==> config.mk <==
export PLATFORM = sky130hd
export DESIGN_NAME = eflash_row_driver
export DESIGN_NICKNAME = d
export VERILOG_FILES = /design/src/logic/eflash_pkg.sv /design/src/logic/array_sequencer.sv /design/src/logic/eflash_row_driver.sv /design/src/logic/row_drive_merge.sv /design/src/logic/wl_decoder.sv
export SDC_FILE = /design/constraint.sdc
export NUM_CORES = 1
export LEC_CHECK = 0
export BUFFER_PORTS_ARGS = -buffer_cell sky130_fd_sc_hd__buf_2
export CORE_ASPECT_RATIO = 1.75
export CORE_MARGIN = 2
export CORE_UTILIZATION = 54
export CTS_CLUSTER_DIAMETER = 100
export DETAILED_ROUTE_END_ITERATION = 10
export HOLD_SLACK_MARGIN = 0.02
export PLACE_DENSITY_LB_ADDON = 0.3
export SLEW_MARGIN = 20
export SYNTH_ARGS = -nofsm -noshare
export SYNTH_HDL_FRONTEND = slang
export SYNTH_HIERARCHICAL = 1
export SYNTH_SLANG_ARGS = --single-unit
export TNS_END_PERCENT = 5
==> constraint.sdc <==
create_clock -name clk_i -period 0.8 [get_ports clk_i]
set_input_delay 0.12 -clock clk_i [delete_from_list [all_inputs] [get_ports clk_i]]
set_output_delay 0.12 -clock clk_i [all_outputs]
set_load 0.01 [all_outputs]
==> src/logic/eflash_pkg.sv <==
// shared geometry, command and drive types that every eflash row driver file refers to by scoped name

package eflash_pkg;

    // array geometry fixed by the analog macro
    localparam int NUM_ROWS        = 128;
    localparam int ROWS_PER_SECTOR = 16;
    localparam int NUM_SECTORS     = NUM_ROWS / ROWS_PER_SECTOR;  // 8
    localparam int NUM_BSEL_PHASES = 4;
    localparam int BSEL_GROUPS     = 8;
    localparam int BSEL_W          = NUM_BSEL_PHASES * BSEL_GROUPS;

    // row address with the sector on top
    typedef struct packed {
        logic [$clog2(NUM_SECTORS)-1:0]     sector;
        logic [$clog2(ROWS_PER_SECTOR)-1:0] line;
    } row_addr_t;

    typedef logic [8:0] col_addr_t;   // only the low bits (column phase) matter
    typedef logic [3:0] exec_cnt_t;   // counts down through an operation

    // 0 and 5..7 are not supported
    typedef enum logic [2:0] {
        PIM_ERASE    = 3'd1,
        PIM_PROGRAM  = 3'd2,
        PIM_READ     = 3'd3,
        PIM_PARALLEL = 3'd4
    } pim_mode_e;

    typedef struct packed {
        pim_mode_e mode;
        exec_cnt_t exec_cnt;
        row_addr_t row;
        col_addr_t col;
    } pim_cmd_t;

    // code sent to the high-voltage switch
    typedef enum logic [1:0] {
        HVS_ERASE   = 2'd0,
        HVS_PROGRAM = 2'd1,
        HVS_READ    = 2'd2
    } hvs_mode_e;

    typedef struct packed {
        hvs_mode_e           mode;
        logic [NUM_ROWS-1:0] wl_sel;
        logic [NUM_ROWS-1:0] vpass_en;
    } hvs_drive_t;

    typedef struct packed {
        logic [NUM_SECTORS-1:0] duml;   // dummy lines
        logic [NUM_SECTORS-1:0] csl;    // column lines
        logic [BSEL_W-1:0]      bsel;   // bit lines with phases interleaved
        logic [NUM_SECTORS-1:0] csel;   // sector select
        logic                   adc_en1;
        logic                   adc_en2;
        logic [7:0]             qdac;   // charge dac code held at ff when unused
        logic [1:0]             rsel;   // 1 single read, 2 parallel
    } array_drive_t;

    // idle has no word line selected and all pass gates on
    localparam hvs_drive_t HVS_IDLE = '{
        mode:     HVS_ERASE,
        wl_sel:   '0,
        vpass_en: '1
    };

    localparam array_drive_t ARRAY_IDLE = '{
        qdac:    8'hFF,
        default: '0
    };

endpackage

==> src/logic/array_sequencer.sv <==
// array-side sequencer; picks dummy, column, bit-line and sector selects plus sense controls per phase

`timescale 1ns/1ps

module array_sequencer (
    input  eflash_pkg::pim_cmd_t     cmd_i,
    output eflash_pkg::array_drive_t array_o
);

    logic [$clog2(eflash_pkg::NUM_BSEL_PHASES)-1:0] col_phase;
    logic [eflash_pkg::BSEL_W-1:0]                  col_pat;
    logic [eflash_pkg::NUM_SECTORS-1:0]             sec_onehot;

    assign col_phase = cmd_i.col[$clog2(eflash_pkg::NUM_BSEL_PHASES)-1:0];

    // bit (8*group + phase) for every group that lands on the 32-bit bus
    always_comb begin
        col_pat = '0;
        for (int g = 0; g < eflash_pkg::BSEL_W / eflash_pkg::BSEL_GROUPS; g++) begin
            col_pat[eflash_pkg::BSEL_GROUPS * g + col_phase] = 1'b1;
        end
    end

    always_comb begin
        sec_onehot = '0;
        sec_onehot[cmd_i.row.sector] = 1'b1;
    end

    always_comb begin
        array_o = eflash_pkg::ARRAY_IDLE;

        case (cmd_i.mode)
            eflash_pkg::PIM_ERASE: begin
                array_o.bsel = '1;          // whole sector erased
                array_o.csel = sec_onehot;
            end

            eflash_pkg::PIM_PROGRAM: begin
                array_o.csl  = '1;
                array_o.bsel = col_pat;
                array_o.csel = sec_onehot;
            end

            eflash_pkg::PIM_READ: begin
                array_o.rsel = 2'd1;
                case (cmd_i.exec_cnt) inside
                    [4'd5:4'd8]: begin      // precharge via dummy line
                        array_o.duml = sec_onehot;
                        array_o.bsel = col_pat;
                    end
                    [4'd3:4'd4]: begin
                        array_o.bsel = col_pat;
                    end
                    4'd2: begin
                        array_o.csel = sec_onehot;
                    end
                    [4'd0:4'd1]: begin      // sample
                        array_o.csel    = sec_onehot;
                        array_o.adc_en1 = 1'b1;
                    end
                    default: ;
                endcase
            end

            eflash_pkg::PIM_PARALLEL: begin
                array_o.rsel = 2'd2;
                case (cmd_i.exec_cnt) inside
                    [4'd6:4'd11]: begin
                        array_o.duml = '1;
                        array_o.bsel = col_pat;
                    end
                    [4'd0:4'd5]: begin
                        // all sectors sensed while the dac ramps from count 3 down
                        array_o.csel    = '1;
                        array_o.adc_en1 = cmd_i.exec_cnt inside {4'd3, 4'd4};
                        array_o.adc_en2 = cmd_i.exec_cnt <= 4'd1;
                        if (cmd_i.exec_cnt <= 4'd3) begin
                            array_o.qdac = '0;
                        end
                    end
                    default: ;
                endcase
            end

            default: ;
        endcase
    end

endmodule

==> src/logic/eflash_row_driver.sv <==
// top of the eflash row driver; one command in per cycle, registered drive out one cycle later

`timescale 1ns/1ps

module eflash_row_driver (
    input  logic                     clk_i,
    input  logic                     rst_ni,
    input  logic                     pim_en_i,
    input  eflash_pkg::pim_cmd_t     cmd_i,
    output eflash_pkg::hvs_drive_t   hvs_o,
    output eflash_pkg::array_drive_t array_o
);

    eflash_pkg::hvs_drive_t   hvs_next;
    eflash_pkg::array_drive_t array_next;

    // word lines and array side decode in parallel
    wl_decoder u_wl_decoder (
        .cmd_i (cmd_i),
        .hvs_o (hvs_next)
    );

    array_sequencer u_array_sequencer (
        .cmd_i   (cmd_i),
        .array_o (array_next)
    );

    row_drive_merge u_row_drive_merge (
        .clk_i    (clk_i),
        .rst_ni   (rst_ni),
        .pim_en_i (pim_en_i),
        .mode_i   (cmd_i.mode),
        .hvs_i    (hvs_next),
        .array_i  (array_next),
        .hvs_o    (hvs_o),
        .array_o  (array_o)
    );

endmodule

==> src/logic/row_drive_merge.sv <==
// output stage; masks inactive commands to idle and registers both drive groups for one cycle

`timescale 1ns/1ps

module row_drive_merge (
    input  logic                     clk_i,
    input  logic                     rst_ni,
    input  logic                     pim_en_i,
    input  eflash_pkg::pim_mode_e    mode_i,
    input  eflash_pkg::hvs_drive_t   hvs_i,
    input  eflash_pkg::array_drive_t array_i,
    output eflash_pkg::hvs_drive_t   hvs_o,
    output eflash_pkg::array_drive_t array_o
);

    logic                     active;
    eflash_pkg::hvs_drive_t   hvs_d;
    eflash_pkg::array_drive_t array_d;

    // unsupported codes behave like a disabled driver
    assign active = pim_en_i && (mode_i inside {
        eflash_pkg::PIM_ERASE,
        eflash_pkg::PIM_PROGRAM,
        eflash_pkg::PIM_READ,
        eflash_pkg::PIM_PARALLEL
    });

    assign hvs_d   = active ? hvs_i   : eflash_pkg::HVS_IDLE;
    assign array_d = active ? array_i : eflash_pkg::ARRAY_IDLE;

    always_ff @(posedge clk_i or negedge rst_ni) begin
        if (!rst_ni) begin
            hvs_o   <= eflash_pkg::HVS_IDLE;     // pass gates on, adcs off
            array_o <= eflash_pkg::ARRAY_IDLE;
        end else begin
            hvs_o   <= hvs_d;
            array_o <= array_d;
        end
    end

endmodule

==> src/logic/wl_decoder.sv <==
// combinational word-line decoder that turns command mode and row into the high-voltage switch drive

`timescale 1ns/1ps

module wl_decoder (
    input  eflash_pkg::pim_cmd_t   cmd_i,
    output eflash_pkg::hvs_drive_t hvs_o
);

    logic [eflash_pkg::NUM_ROWS-1:0] row_onehot;
    logic [eflash_pkg::NUM_ROWS-1:0] row_stripe;  // same line in every sector

    always_comb begin
        row_onehot = '0;
        row_onehot[cmd_i.row] = 1'b1;

        row_stripe = '0;
        for (int s = 0; s < eflash_pkg::NUM_SECTORS; s++) begin
            row_stripe[s * eflash_pkg::ROWS_PER_SECTOR + cmd_i.row.line] = 1'b1;
        end
    end

    always_comb begin
        hvs_o = eflash_pkg::HVS_IDLE;

        case (cmd_i.mode)
            eflash_pkg::PIM_ERASE: begin
                hvs_o.mode   = eflash_pkg::HVS_ERASE;
                hvs_o.wl_sel = row_onehot;  // pass gates stay all on
            end
            eflash_pkg::PIM_PROGRAM: begin
                hvs_o.mode     = eflash_pkg::HVS_PROGRAM;
                hvs_o.wl_sel   = row_onehot;
                hvs_o.vpass_en = row_onehot;
            end
            eflash_pkg::PIM_READ: begin
                hvs_o.mode     = eflash_pkg::HVS_READ;
                hvs_o.wl_sel   = row_onehot;
                hvs_o.vpass_en = row_onehot;
            end
            eflash_pkg::PIM_PARALLEL: begin
                // one word line per sector read together
                hvs_o.mode     = eflash_pkg::HVS_READ;
                hvs_o.wl_sel   = row_stripe;
                hvs_o.vpass_en = row_stripe;
            end
            default: ;
        endcase
    end

endmodule
# After elaboration in Yosys (flattened, before gate mapping)
# Index checks and enable logic that the tools add are counted.
# W data, S select, Z words.
[op_classes] n_addsub=10 n_mux=54 eq_ne=7 n_lt_le_gt_ge=38 reduce_logical=23 n_bitwise=10
[ops] operator="$or A128 B128 Y128" n=6
[ops] operator="$pmux W130 S4" n=1
[ops] operator="$ge A32 B1 Y1 const B" n=10
[ops] operator="$mux W258" n=1
[ops] operator="$pmux W128 S2" n=1
[ops] operator="$lt A32 B8 Y1 const B" n=7
[ops] operator="$pmux W40 S4" n=1
[ops] operator="$or A16 B128 Y128" n=1
[ops] operator="$lt A32 B6 Y1 const B" n=3
[ops] operator="$mux W32" n=3
[ops] operator="$mux W68" n=1
[ops] operator="$mux W8" n=8
[ops] operator="$or A32 B32 Y32" n=2
[ops] operator="$demux W1 S7" n=8
[ops] operator="$mux W18" n=2
[ops] operator="$add A7 B4 Y8 const A" n=4
[ops] operator="$or A4 B32 Y32" n=1
[ops] operator="$logic_and A1 B1 Y1" n=20
[ops] operator="$mux W1" n=18
[ops] operator="$pmux W8 S2" n=1
[ops] operator="$demux W1 S5" n=3
[ops] operator="$add A6 B4 Y7 const A" n=2
[ops] operator="$add A5 B2 Y6 const A" n=2
[ops] operator="$mux W9" n=1
[ops] operator="other kinds (29)" n=35
[word_totals] elab_cells=153 output_inout_bits=326 in_bits=26 reg_bits=326

# Logic depth before layout (Yosys ltp)
[depth] ltp_word=14 depth_mapped=8 ltp_nobuf=5

# By module
# The synthesis kept the hierarchy.
[by_module_without_submodules] mod="row_drive_merge" seq_area_each_um2=8328.0 area_per_inst_um2=11691.2 instances=1 cells_per_inst=953
[by_module_without_submodules] mod="wl_decoder" seq_area_each_um2=0.0 area_per_inst_um2=2215.9 instances=1 cells_per_inst=393
[by_module_without_submodules] mod="array_sequencer" seq_area_each_um2=0.0 area_per_inst_um2=765.7 instances=1 cells_per_inst=110

# Worst setup path before layout
# No wires, ideal clock.
[synth_timing] kind="input to register" start="in cmd_i[21] (netlist name)" end="reg, netlist name u_row_drive_merge/array_o[28]" setup_time_ns=0.086 required_time_ns=0.714 slack_ns=-1.450 path_buffers=2 stages=7 arrival_time_ns=2.164 path_cell_list="buf_2 nor3b_1 a21oi_1 nor3_1 buf_4 nand2_1 nor3_1"
[synth_rtl] item="start, declared" line="eflash_row_driver.sv:9" source="input eflash_pkg::pim_cmd_t cmd_i,"

# Worst setup path in the final report
[layout_timing] start="reg, netlist name u_row_drive_merge/hvs_o[40]" end="out hvs_o[40] (netlist name)"
[layout_rtl] item="end, declared" line="eflash_row_driver.sv:10" source="output eflash_pkg::hvs_drive_t hvs_o,"
# No word-level cell between the ends.

==> metrics.md <==
| Metric | Value |
|---|---|
| Via Count | about 14000 |
| Critical Path End Type | output pin |
| Overall die area | about 29000 sq um |
| Clk pin slew, worst setup/hold paths | around 80 ps |
| Average instance area after synthesis | 10.1 sq um |
| Total clock buffers created by CTS | 28 |
| # setup viols final | between 600 and 700 |
| Worst setup path category | flip-flop to output pin |
| Seq cells post-synth | between 300 and 400 |
| Number of sinks driven by the clock tree | approximately 330 |
| Number of remaining DRC errors | 0 |
| Net switching power | roughly 10 mW |
| TritonCTS clock tree | built |
| Average wire length per cell after detail routing | ~24 um |
| Post-route non-filler standard cell count | between 2000 and 2500 |
| Net Sw Frac | a little over a quarter |
| Final count of hold timing violations | 0 |
| WL final | ~55 mm |
| Antenna violations before repair | 2 |
| Final weighted congestion in routability-driven placement | roughly 1 |
| Total routing usage reported by global routing | between 30% and 40% |
| Post-synth net total | 1482 |
| Io pins | 352 |
| H-Tree Depth | 1 |
| Worst path setup slack after routing | -583 ps |
| Kind of launch point of the worst setup path | flip-flop |
| Number of placed instances, taps included | approximately 2200 |
| Vias in the first global route | 13800 |
| Standard-cell rows | between 70 and 80 |
| Headroom to the max-slew limit | 69.9% |
| Gate count of the mapped netlist | between 1000 and 1500 |
| Largest net degree at the start of global routing | 55 |
| Share of the yosys chip area belonging to registers | 56.8% |
| Unrepaired setup endpoints after global routing | yes |
| Number of iterations in the first detailed-routing pass | 7 |
| Number of distinct library cell variants in the gate-level netlist after synthesis | 54 |
| Primary flip-flop cell chosen by synthesis mapping | sky130_fd_sc_hd__dfrtp_1 |
| Starting DRC count in detailed routing | around 1600 |
| Leading area contributor after synthesis | sky130_fd_sc_hd__dfrtp_1 |
| Maximum clock insertion buffer count | 3 |
| Worst path cell trace | buf_6 |
| Violated checks | negative setup slack |
| Worst Hold Class | primary input to flip-flop |
| Worst-Margin Slew | 451 ps |
| Die Wd | around 130 um |
| Clock network power share | 38.9% |
| Via/cell ratio | between 6 and 7 |
| Peak per-stage delay on the critical path | between 500 and 600 ps |
| Utilization after layout | around 82% |
| Asr flop ratio synth | 100% |
| Post-DP HPWL | 34.2 mm |
| Worst endpoint required time | ~680 ps |
| Share of power burned in registers | 45.7% |
| Post-synth EDFFs | 0 |
| Peak clock frequency supported by timing | approximately 720 MHz |
| Final critical delay including setup and external delays | between 1000 and 1500 ps |
| Most frequent standard cell in the layout excluding fill and tap cells | sky130_fd_sc_hd__nand2_1 |
| Main area contributors after synthesis | sky130_fd_sc_hd__dfrtp_1 32%, sky130_fd_sc_hd__dfstp_2 24%, sky130_fd_sc_hd__o21ai_0 8.9% |
| Part of the power in combinational logic | around 15% |
| Power density cells | around 1700 nW/um^2 |
| Number of buffers and inverters on the critical path | 1 |
| Max-slew violation count | 0 |
| Area added between synthesis and finish | 49.6% |
| Max-Cap Viols | 0 |
| Placeable core region | ~27000 sq um |
| Commonest non-fill, non-tap cells in the layout | 203 x sky130_fd_sc_hd__nand2_1, 192 x sky130_fd_sc_hd__buf_6, 187 x sky130_fd_sc_hd__dfrtp_1, 183 x sky130_fd_sc_hd__buf_2, 160 x sky130_fd_sc_hd__buf_4 |
| Number of warnings printed during yosys synthesis | 6 |
| Critical path fanouts, max | 1 |
| Number of buffers inserted by port buffering | around 340 |
| Final global-route overflow total | 0 |
| Detail Route Antenna Nets | 0 |
| Maximum resistive drop on vdd | 2.20 mV |
| Top cell type's share of synthesized area | 32.4% |
| Wire length of the first global-routing pass | 79.9 mm |
| Internal | about 28 mW |
| Final worst-path cycle share | 173% |
| Slowest CP cell | sky130_fd_sc_hd__dfstp_2 |
| Netlist area before placement | ~15000 sq um |
| Clk root buf | sky130_fd_sc_hd__clkbuf_16 |
| Run status | complete, but fails checks |
| Die height | about 220 um |
| Data arrival time of the critical path | 1260 ps |
| Family with the most delay on the worst path | flip-flops |
| LEAKAGE | about 10 nW |
| Starting density of the core | between 50% and 60% |
| Number of nets at the end of the flow | roughly 1900 |
| Ratio of cells with drive above 1 in the final layout | between 50% and 60% |
-- tightest hold or removal path, stage by stage --
cell and delay [ps]:
sky130_fd_sc_hd__buf_8 140, sky130_fd_sc_hd__buf_12 170, sky130_fd_sc_hd__nand2_1 90, sky130_fd_sc_hd__nor3_2 40
-- layout make-up --
class	count	area [sq um]
antenna	2	5.00
tap	324	405
inverter	6	22.5
clock buffer	33	771
fill	1383	4740
multi-input combinational	926	6610
timing repair buffer	606	5590
sequential	326	8330
clock inverter	19	225
-- state kept, by name, indices dropped and copies added (netlist names) --
register and flops:
u_row_drive_merge/hvs_o 258, u_row_drive_merge/array_o 68
-- cells in the mapped netlist, types with 2 or more instances --
master	count
sky130_fd_sc_hd__nor3_1	197
sky130_fd_sc_hd__buf_1	19
sky130_fd_sc_hd__nand4_1	5
sky130_fd_sc_hd__o21ai_2	2
sky130_fd_sc_hd__and3b_1	3
sky130_fd_sc_hd__nand2_1	218
sky130_fd_sc_hd__nor2b_1	6
sky130_fd_sc_hd__nand4b_1	137
sky130_fd_sc_hd__nor2_1	8
sky130_fd_sc_hd__nor3b_1	4
sky130_fd_sc_hd__inv_1	6
sky130_fd_sc_hd__a32oi_1	2
sky130_fd_sc_hd__o21ai_0	260
sky130_fd_sc_hd__buf_6	8
sky130_fd_sc_hd__nand3_2	3
sky130_fd_sc_hd__buf_2	44
sky130_fd_sc_hd__clkbuf_1	82
sky130_fd_sc_hd__dfstp_2	136
sky130_fd_sc_hd__dfrtp_1	190
sky130_fd_sc_hd__o41ai_1	2
sky130_fd_sc_hd__a22oi_4	3
sky130_fd_sc_hd__a32oi_4	6
sky130_fd_sc_hd__buf_4	43
sky130_fd_sc_hd__o21ai_1	4
sky130_fd_sc_hd__o31ai_1	8
sky130_fd_sc_hd__a22oi_1	6
sky130_fd_sc_hd__nand2b_1	3
sky130_fd_sc_hd__a21oi_1	5
sky130_fd_sc_hd__nand3_1	20
sky130_fd_sc_hd__nor4bb_1	2
-- routing by layer --
layer,global-route usage [%],routed length [um],vias to the layer above
met5,0,0,-
met4,27.0,5340,0
met1,42.3,17700,6849
met3,6.44,4580,368
met2,59.7,27200,1049
li1,-,-,6003
-- power groups by stage --
stage,Sequential (mW),Combinational [mW],Clock [mW]
floorplan,17.7,2.01,0
global placement,17.5,4.46,0
detailed placement,17.5,4.55,0
CTS,17.3,5.22,14.8
global route,17.3,6.11,15.5
finish,17.3,5.80,14.7
-- path summary, 6_finish.rpt --
kind                                        startpoint                       endpoint  slack (ps)  cells past startpoint
max in group asynchronous                       rst_ni  u_row_drive_merge/array_o[41]         170                      3
min in group asynchronous                       rst_ni  u_row_drive_merge/array_o[50]          80                      3
max                        u_row_drive_merge/hvs_o[40]                      hvs_o[40]        -580                      1
min                                           pim_en_i   u_row_drive_merge/hvs_o[172]           7                      4
-- cells by family (layout without fill, tap and decap cells) --
group / Yosys count / count (layout) / share of synthesized area [%]
XOR/XNOR: 1 / 1 / 0.0597
other: 0 / 2 / 0
buffers and inverters: 204 / 664 / 7.19
AND/OR/NAND/NOR: 618 / 618 / 23.6
AO/OA/AOI/OAI: 307 / 307 / 12.4
flip-flops: 326 / 326 / 56.8
-- per-stage QoR --
step           total power [mW]  hold WS [ps]  setup slack [ps]  setup TNS [ps]  cell area (sq um)
6_report                   37.8          7.13              -583         -191130              22000
3_3_place_gp               21.9         -97.0              -960         -242730              18400
5_1_grt                    38.9          7.90              -610         -210720              22000
4_1_cts                    37.3         -10.3              -581         -235950              21000
3_5_place_dp               22.0         -96.7              -947         -249000              18400
2_1_floorplan              19.7          -176              -698         -201210              14700
-- timing repair --
| action | CTS | global route |
|---|---|---|
| endpoints found under the setup margin | 626 | 652 |
| hold buffers | 3 | 5 |
| pin swaps | 19 | 20 |
| gates cloned | 0 | 2 |
| setup buffers | 0 | 8 |
| gates resized for setup | 416 | 239 |
| endpoints found under the hold margin | 350 | 8 |
Power figures use the tool's default switching activity.
